$ cat config.mk
export PLATFORM = sky130hd
export DESIGN_NAME = hamming_link
export DESIGN_NICKNAME = d
export VERILOG_FILES = /design/src/source/hamming_pkg.sv /design/src/source/hamming_decoder.sv /design/src/source/hamming_encoder.sv /design/src/source/hamming_link.sv
export SDC_FILE = /design/constraint.sdc
export NUM_CORES = 1
export LEC_CHECK = 0
export BUFFER_PORTS_ARGS = -buffer_cell sky130_fd_sc_hd__buf_2
export CAP_MARGIN = 20
export CORE_MARGIN = 5
export CORE_UTILIZATION = 55
export CTS_CLUSTER_DIAMETER = 30
export CTS_CLUSTER_SIZE = 28
export DETAILED_ROUTE_END_ITERATION = 16
export PLACE_DENSITY = 0.8
export SYNTH_ARGS = -nofsm -noshare
export SYNTH_HDL_FRONTEND = slang
export SYNTH_SLANG_ARGS = --single-unit
$ cat constraint.sdc
create_clock -name clk -period 3.5 [get_ports clk]
set_input_delay 0.35 -clock clk [delete_from_list [all_inputs] [get_ports clk]]
set_output_delay 0.35 -clock clk [all_outputs]
set_load 0.05 [all_outputs]
$ cat src/source/hamming_pkg.sv
// hamming_pkg with code widths, codeword bit positions, request and result structs, encoder states
`default_nettype none

package hamming_pkg;

    localparam int data_w = 4;  // payload bits per word
    localparam int code_w = 7;  // bits per codeword
    localparam int pos_w  = 3;  // bit index or syndrome
    localparam int cnt_w  = 8;  // error counter width

    // where each bit sits inside the codeword
    localparam int pos_p1 = 0;
    localparam int pos_p2 = 1;
    localparam int pos_d0 = 2;
    localparam int pos_p4 = 3;
    localparam int pos_d1 = 4;
    localparam int pos_d2 = 5;
    localparam int pos_d3 = 6;

    typedef logic [code_w-1:0] codeword_t;

    typedef struct packed {
        logic [data_w-1:0] data;
        logic              inject;      // flip one codeword bit
        logic [pos_w-1:0]  inject_pos;  // 7 means no flip
    } enc_req_t;

    typedef struct packed {
        logic [data_w-1:0] data;
        logic [pos_w-1:0]  syndrome;    // faulty bit index plus one
        logic              corrected;
    } dec_result_t;

    typedef enum logic [1:0] {
        IDLE       = 2'b00,
        PROCESSING = 2'b01,
        WAITING    = 2'b10
    } enc_state_t;

    // parity over the data bits, ordered as the syndrome is
    // bit 0 covers p1, bit 1 covers p2, bit 2 covers p4
    function automatic logic [pos_w-1:0] calc_parity(input logic [data_w-1:0] d);
        logic [pos_w-1:0] p;
        p[0] = d[0] ^ d[1] ^ d[3];
        p[1] = d[0] ^ d[2] ^ d[3];
        p[2] = d[1] ^ d[2] ^ d[3];
        return p;
    endfunction

    // pull the four data bits out of a codeword
    function automatic logic [data_w-1:0] get_data(input codeword_t c);
        logic [data_w-1:0] d;
        d[0] = c[pos_d0];
        d[1] = c[pos_d1];
        d[2] = c[pos_d2];
        d[3] = c[pos_d3];
        return d;
    endfunction

endpackage

`default_nettype wire

$ cat src/source/hamming_decoder.sv
// hamming_decoder with syndrome check, single-bit correction, output register and corrected-error count
`default_nettype none

module hamming_decoder (
    input  logic                          clk,
    input  logic                          rst,
    input  logic                          cw_valid,
    output logic                          cw_ready,
    input  hamming_pkg::codeword_t        cw,
    output logic                          out_valid,
    input  logic                          out_ready,
    output hamming_pkg::dec_result_t      out_res,
    output logic [hamming_pkg::cnt_w-1:0] corrected_count
);
    import hamming_pkg::*;

    logic [data_w-1:0] rx_data;    // data bits as received
    logic [pos_w-1:0]  rx_parity;  // parity bits as received
    logic [pos_w-1:0]  syndrome;
    logic              has_error;
    codeword_t         fix_mask;
    codeword_t         fixed_cw;
    dec_result_t       res_next;
    logic              load;

    // the single output slot may refill on the edge it drains
    assign cw_ready = !out_valid || out_ready;
    assign load     = cw_valid && cw_ready;

    always_comb begin
        rx_data   = get_data(cw);
        rx_parity = {cw[pos_p4], cw[pos_p2], cw[pos_p1]};
    end

    // recomputed parity against received parity
    // the result reads directly as the faulty bit index plus one
    assign syndrome  = calc_parity(rx_data) ^ rx_parity;
    assign has_error = (syndrome != '0);

    always_comb begin
        fix_mask = '0;
        if (has_error) begin
            fix_mask = codeword_t'(1) << (syndrome - pos_w'(1));
        end
    end

    assign fixed_cw = cw ^ fix_mask;

    always_comb begin
        res_next.data      = get_data(fixed_cw);
        res_next.syndrome  = syndrome;
        res_next.corrected = has_error;  // parity bit hits count too
    end

    always_ff @(posedge clk or posedge rst) begin
        if (rst) begin
            out_valid       <= 1'b0;
            corrected_count <= '0;
        end else begin
            if (load) begin
                out_valid <= 1'b1;
                if (has_error) begin
                    corrected_count <= corrected_count + cnt_w'(1);
                end
            end else if (out_ready) begin
                out_valid <= 1'b0;  // drained with nothing behind it
            end
        end
    end

    // result register
    always_ff @(posedge clk) begin
        if (load) begin
            out_res <= res_next;
        end
    end

endmodule

`default_nettype wire

$ cat src/source/hamming_encoder.sv
// hamming_encoder with three-state handshake control, one-bit fault injection and injected-error count
`default_nettype none

module hamming_encoder (
    input  logic                          clk,
    input  logic                          rst,
    input  logic                          in_valid,
    output logic                          in_ready,
    input  hamming_pkg::enc_req_t         in_req,
    output logic                          cw_valid,
    input  logic                          cw_ready,
    output hamming_pkg::codeword_t        cw,
    output logic [hamming_pkg::cnt_w-1:0] injected_count
);
    import hamming_pkg::*;

    enc_state_t       state;
    enc_state_t       next_state;
    enc_req_t         req_q;       // request held from acceptance on
    logic [pos_w-1:0] parity;
    codeword_t        cw_clean;    // codeword before fault injection
    codeword_t        flip_mask;
    logic             inject_hit;
    logic             accept;
    logic             handoff;

    assign in_ready = (state == IDLE);
    assign accept   = in_valid && in_ready;
    assign handoff  = cw_valid && cw_ready;

    // only positions inside the codeword are flipped
    assign inject_hit = req_q.inject && (req_q.inject_pos < pos_w'(code_w));

    always_comb begin
        parity           = calc_parity(req_q.data);
        cw_clean         = '0;
        cw_clean[pos_p1] = parity[0];
        cw_clean[pos_p2] = parity[1];
        cw_clean[pos_p4] = parity[2];
        cw_clean[pos_d0] = req_q.data[0];
        cw_clean[pos_d1] = req_q.data[1];
        cw_clean[pos_d2] = req_q.data[2];
        cw_clean[pos_d3] = req_q.data[3];
    end

    always_comb begin
        flip_mask = '0;
        if (inject_hit) begin
            flip_mask = codeword_t'(1) << req_q.inject_pos;  // one-hot at the chosen bit
        end
    end

    always_comb begin
        next_state = state;
        case (state)
            IDLE: begin
                if (in_valid) begin
                    next_state = PROCESSING;
                end
            end
            PROCESSING: begin
                next_state = WAITING;
            end
            WAITING: begin
                if (handoff) begin
                    next_state = IDLE;  // codeword taken by the decoder
                end
            end
            default: begin
                next_state = IDLE;
            end
        endcase
    end

    always_ff @(posedge clk or posedge rst) begin
        if (rst) begin
            state          <= IDLE;
            cw_valid       <= 1'b0;
            injected_count <= '0;
        end else begin
            state <= next_state;
            if (state == PROCESSING) begin
                cw_valid <= 1'b1;
                if (inject_hit) begin
                    injected_count <= injected_count + cnt_w'(1);
                end
            end else if (handoff) begin
                cw_valid <= 1'b0;
            end
        end
    end

    // payload path
    always_ff @(posedge clk) begin
        if (accept) begin
            req_q <= in_req;
        end
        if (state == PROCESSING) begin
            cw <= cw_clean ^ flip_mask;
        end
    end

endmodule

`default_nettype wire

$ cat src/source/hamming_link.sv
// hamming_link top level joining the encoder to the decoder over a valid/ready codeword link
`default_nettype none

module hamming_link (
    input  logic                          clk,
    input  logic                          rst,
    input  logic                          in_valid,
    output logic                          in_ready,
    input  hamming_pkg::enc_req_t         in_req,
    output logic                          out_valid,
    input  logic                          out_ready,
    output hamming_pkg::dec_result_t      out_res,
    output logic [hamming_pkg::cnt_w-1:0] injected_count,
    output logic [hamming_pkg::cnt_w-1:0] corrected_count
);
    import hamming_pkg::*;

    // codeword link between the two stages
    logic      cw_valid;
    logic      cw_ready;
    codeword_t cw;

    hamming_encoder i_hamming_encoder (
        .clk            (clk),
        .rst            (rst),
        .in_valid       (in_valid),
        .in_ready       (in_ready),
        .in_req         (in_req),
        .cw_valid       (cw_valid),
        .cw_ready       (cw_ready),
        .cw             (cw),
        .injected_count (injected_count)
    );

    // faults are injected upstream so the decoder sees them on cw
    hamming_decoder i_hamming_decoder (
        .clk             (clk),
        .rst             (rst),
        .cw_valid        (cw_valid),
        .cw_ready        (cw_ready),
        .cw              (cw),
        .out_valid       (out_valid),
        .out_ready       (out_ready),
        .out_res         (out_res),
        .corrected_count (corrected_count)
    );

endmodule

`default_nettype wire

Word-level counts from Yosys, hierarchy flattened:

Index checks and enable logic that the tools add are counted.

* register bits: 43
* output and inout port bits: 26

* $add $sub $neg: 3
* order comparisons: 1
* equality and inequality tests: 4
* shifts and indexed selects: 2
* mux-type cells: 9
* bitwise operators: 15
* reduce and logical (&&, ||, !) cells: 12

Operators by type and width (count)
* $add 8x1->8 const B: 2
* $mux 7: 2
* $shl 1x3->7 const A: 2
* $xor 7x7->7: 2
* $xor 1x1->1: 12
* $pmux 2 s3: 1
* $reduce_and 2->1: 3
* $mux 1: 4
* $mux 2: 2
* $reduce_bool 2->1: 2
* $logic_and 1x1->1: 3
* $lt 3x3->1 const B: 1
* $reduce_bool 3->1: 1
* $sub 3x1->3 const B: 1
* $xor 3x3->3: 1
* $eq 2x1->1 const B: 1
* $eq 2x2->1 const B: 1
* $logic_not 2->1: 1
* $ne 2x1->1 const B: 1
* $ne 2x2->1 const B: 1
* $logic_not 1->1: 1
* $logic_or 1x1->1: 1

Depth between registers and ports, before layout:

* depth after elaboration: 7
* mapped depth: 8

Hierarchy:

From an unflattened synthesis, not the netlist that was laid out.

* cell total of the unflattened synthesis: 170
* area total of the unflattened synthesis: 2220.9 µm²

Modules (own cells, without submodules)
* hamming_encoder: times used 1, cells each 84, area each 1183.6 µm², seq. area each 725.7 µm²
* hamming_decoder: times used 1, cells each 86, area each 1037.2 µm², seq. area each 465.4 µm²

Worst setup path after synthesis:

No wires, ideal clock.

* path kind: register to register
* start: register i_hamming_encoder.cw[2]
* end: register i_hamming_decoder.corrected_count[1] in the netlist's numbering
* setup time: 0.125 ns
* arrival: 2.001 ns
* data required time: 3.375 ns
* slack: 1.374 ns
* stages on the path, launching flop included: 8
* period minus slack after synthesis: 2.126 ns
* cell sequence: edfxtp_1 xor2_1 xnor2_1 nor2_1 ha_1 nand2b_1 nor2_1 mux2_2

* longest elaborated chain between the ends: 5
* elaborated cells between the ends (all ways): 7
* those cells by class: bitwise: 5; reduce/logical: 2

Ends and longest elaborated chain
* start: declaration: RTL line hamming_encoder.sv:12 `output hamming_pkg::codeword_t cw,`
* start signal: assignment: RTL line hamming_encoder.sv:99 `cw <= cw_clean ^ flip_mask;`
* $xor 1x1->1 (2 in series): RTL line hamming_pkg.sv:44 `p[0] = d[0] ^ d[1] ^ d[3];`
* $xor 3x3->3: RTL line hamming_decoder.sv:37 `assign syndrome = calc_parity(rx_data) ^ rx_parity;`
* named net i_hamming_decoder.syndrome[0]: RTL line hamming_decoder.sv:19 `logic [pos_w-1:0] syndrome;`
* $reduce_bool 3->1: RTL line hamming_decoder.sv:38 `assign has_error = (syndrome != '0);`
* $reduce_and 2->1 (no source line)
* end signal: assignment: RTL line hamming_decoder.sv:63 `corrected_count <= corrected_count + cnt_w'(1);`
* end: declaration: RTL line hamming_decoder.sv:13 `output logic [hamming_pkg::cnt_w-1:0] corrected_count`

The timed path passes the listed nets, and every way through them passes these cells.
A chain may end at the register's enable or synchronous reset.

Final worst setup path:

Ends and elaborated chain as after synthesis.

==> metrics.md <==
| Metric | Value |
|---|---|
| Status | finished, final reports clean |
| CTS root buf | clkbuf_4 |
| # fillers | ~280 |
| Area delta synth->final | 15.7% |
| Drt initial violations | between 70 and 80 |
| Pre-antenna DRT Iters | 4 |
| Met2 GRT Util | 0.251 |
| # setup viols final | 0 |
| Fin nets | 196 |
| Die Y | just under 70 um |
| Storage cell area | between 0.001 and 0.0015 mm^2 |
| Startpoint Class | register |
| Synth area leaders | edfxtp_1 36%, dfrtp_1 26%, xnor2_1 12% |
| Synth Warn # | 0 |
| Mapped Area | between 0.0015 and 0.002 mm^2 |
| Max cap viols | 0 |
| Std-Cell Rows | 21 |
| CP bufs+invs | 0 |
| Power Dens Cells | roughly 360 mW/mm^2 |
| Design area | around 0.0022 mm^2 |
| Initial antenna violation count | 0 |
| Die area | 0.00472 mm^2 |
| Worst-margin pin slew | approximately 0.75 ns |
| ANT cells | 0 |
| Worst path top cell family by delay | XOR/XNOR gates |
| Gate Count Post-Synth | about 140 |
| CTS sink count | between 40 and 50 |
| RR Endpoint | i_hamming_decoder.corrected_count[1] |
| Slowest Stage Delay on Critical Path | between 0.4 and 0.5 ns |
| Setup repair bufs after CTS | 0 |
| Mapped Avg Cell Area | about 14 um^2 |
| Sequential-to-total area share from yosys stat | 0.629 |
| Total CTS buffers | 5 |
| Routed Antenna Nets | 0 |
| Die Wd | a little under 70 um |
| Slew Viols, Final | 0 |
| Routing usage on met3 | 0.0551 |
| Drt drc | 0 |
| Net Count, Synth | 153 |
| Top cell by count, worst path | nor2_1 |
| R2r startpoint | i_hamming_encoder.cw[2] |
| CTS tree | yes |
| CP max stage cell | edfxtp_1 |
| Worst-Skew Late Latency | 0.35 ns |
| DPL Wire Length | approximately 2200 um |
| Largest net degree at the start of global routing | 21 |
| Worst EP required | approximately 3.7 ns |
| Unique masters post-synth | 26 |
| Placed insts | 220 |
| RSZ-0062 raised after global routing | false |
| Final setup TNS | 0 ns |
| Vias in the first global route | ~1200 |
| Synth top area share | 0.365 |
| Worst Path Arrival | around 2.7 ns |
| Port buffer count | 37 |
| Hold_ws | slightly above 0.1 ns |
| Final period util | 0.692 |
| Relative slew slack | 0.496 |
| Starting Density | 0.567 |
| First-pass GRT wire length | between 5000 and 6000 um |
| F_max | 413 MHz |
| Routed length per instance | between 10 and 15 um |
| Peak supply drop | approximately 250 uV |
| Total GRT Usage | 0.149 |
| Reg2reg path depth | 7 |
| Clock Skew | around 0.025 ns |
| Core Util, Final | 0.657 |
| Via/cell ratio | roughly 5 |
| Layout Cells excl Fill | roughly 230 |
| Crit path max fanout | 6 |
| Boundary Pins | 38 |
| Clk slew on worst S/H paths | roughly 0.13 ns |
| Dpl cell area | between 0.002 and 0.0025 mm^2 |
| Busiest grt layer | met2 |
| CP endpoint kind | register |
| Worst min-delay path category | in -> async |
| Final hold vios | 0 |
| Yosys top cell by area | edfxtp_1 |
| Bufs on Longest Clock Path | 2 |
| Hold_buf cts | 0 |
| Routed WL | 2890 um |
| Footprint of the multi-input gates | 686 um^2 |
| Tmin final | between 2 and 2.5 ns |
| Reg2reg setup slack | between 1 and 1.5 ns |
| GPL Wtd Cong | 0.857 |
| Vias | around 1100 |
| Lkg Pwr | 0.962 nW |
| Grt total ovfl | 0 |
| Max H-tree Level | 2 |
| Fraction of layout cells with a size suffix above 1 | 0.269 |
| Resized Gates After CTS | 0 |
| #FFs+latches synth | 43 |
| Met1 Use GR | 0.165 |
| CORE AREA | about 0.0033 mm^2 |
| Crit Path Category | reg -> reg |
| Critical path cell sequence | xor2_1, xnor2_1, nor2_1, ha_1, nand2b_1, nor2_1, mux2_2 |
[where the power goes]
group	leakage, nW	switching, W	internal, W
clock	0.0353	0.000150	0.0000976
combinational	0.454	0.00000575	0.00000427
sequential	0.473	0	0.000530
[cells in the mapped netlist, drive strengths merged]
master	count
nor4b	1
xor2	11
xnor2	27
nand3	5
buf	1
nor3	2
and3b	1
o21bai	1
or2	1
nor3b	2
nand4	6
ha	3
inv	3
and3	4
mux2	2
a21o	1
nor2	6
nand2	6
nor2b	3
nand2b	3
and4	1
and2	3
edfxtp	23
dfrtp	20
nand4b	2
[logic make-up after synthesis]
| logic type | synth area share |
|---|---|
| compound gates | 0.00793 |
| xor+xnor | 0.180 |
| fa+ha+maj | 0.0198 |
| buf+inv | 0.00859 |
| flops | 0.629 |
| mux | 0.0119 |
| simple gates | 0.143 |
[cells in the final DEF (no fill, tap or decap), types with 2 or more instances in the layout]
cell and count:
nand3_1 5, clkbuf_4 5, and2_1 3, xor2_1 11, nand4_1 6, dfrtp_1 20, edfxtp_1 23, nand2_1 6
nor2_1 6, and3_1 4, nor2b_1 3, ha_1 3, nand2b_1 3, buf_2 37, xnor2_1 26, mux2_2 2
nor3b_1 2, nand4b_1 2, nor3_1 2, inv_1 3
[metrics by stage]
step	total power, W	setup WS (ns)
2_1_floorplan	0.000545	1.37
3_3_place_gp	0.000551	1.27
3_5_place_dp	0.000552	1.11
4_1_cts	0.000799	1.07
5_1_grt	0.000828	0.909
6_report	0.000788	1.08
[cell type report]
cell class                 instances  area share
timing repair buffer              37      0.0845
inverter                           3     0.00514
clock buffer                       7      0.0251
clock inverter                     1     0.00228
sequential                        43       0.544
multi-input combinational         91       0.313
tap                               46      0.0263
[registers in the layout (all words and copies together) (netlist names)]
name and cells:
i_hamming_decoder.out_res 8, i_hamming_decoder.out_valid 1, i_hamming_encoder.req_q 4, i_hamming_encoder.state 2
i_hamming_decoder.corrected_count 8, i_hamming_encoder.cw_valid 1, i_hamming_encoder.injected_count 8, i_hamming_encoder.cw 7
i_hamming_encoder.cw_clean 4
[worst reg2reg max path, stage by stage, from the launching register on]
cell and delay, ns:
edfxtp_1 0.47, xor2_1 0.21, xnor2_1 0.45, nor2_1 0.09, ha_1 0.26, nand2b_1 0.18, nor2_1 0.28, mux2_2 0.37
[per-layer routing]
layer | share of wire | wire length (um)
met3 | 0.073 | 210
met1 | 0.40 | 1150
met2 | 0.50 | 1450
met5 | 0 | 0
met4 | 0.029 | 84
[worst max path at each step]
stage,from,endpoint,slack (ns),depth (start not counted)
finish,i_hamming_encoder.cw[2],i_hamming_decoder.corrected_count[1],1.08,7
global route,i_hamming_encoder.cw[2],i_hamming_decoder.corrected_count[1],0.91,7
global placement,i_hamming_encoder.cw[2],i_hamming_decoder.corrected_count[1],1.27,7
floorplan,i_hamming_encoder.cw[2],i_hamming_decoder.corrected_count[1],1.37,7
CTS,i_hamming_encoder.cw[2],i_hamming_decoder.corrected_count[1],1.07,7
detailed placement,i_hamming_encoder.cw[2],i_hamming_decoder.corrected_count[1],1.11,7
No activity file was read; power rests on OpenSTA's default activity.
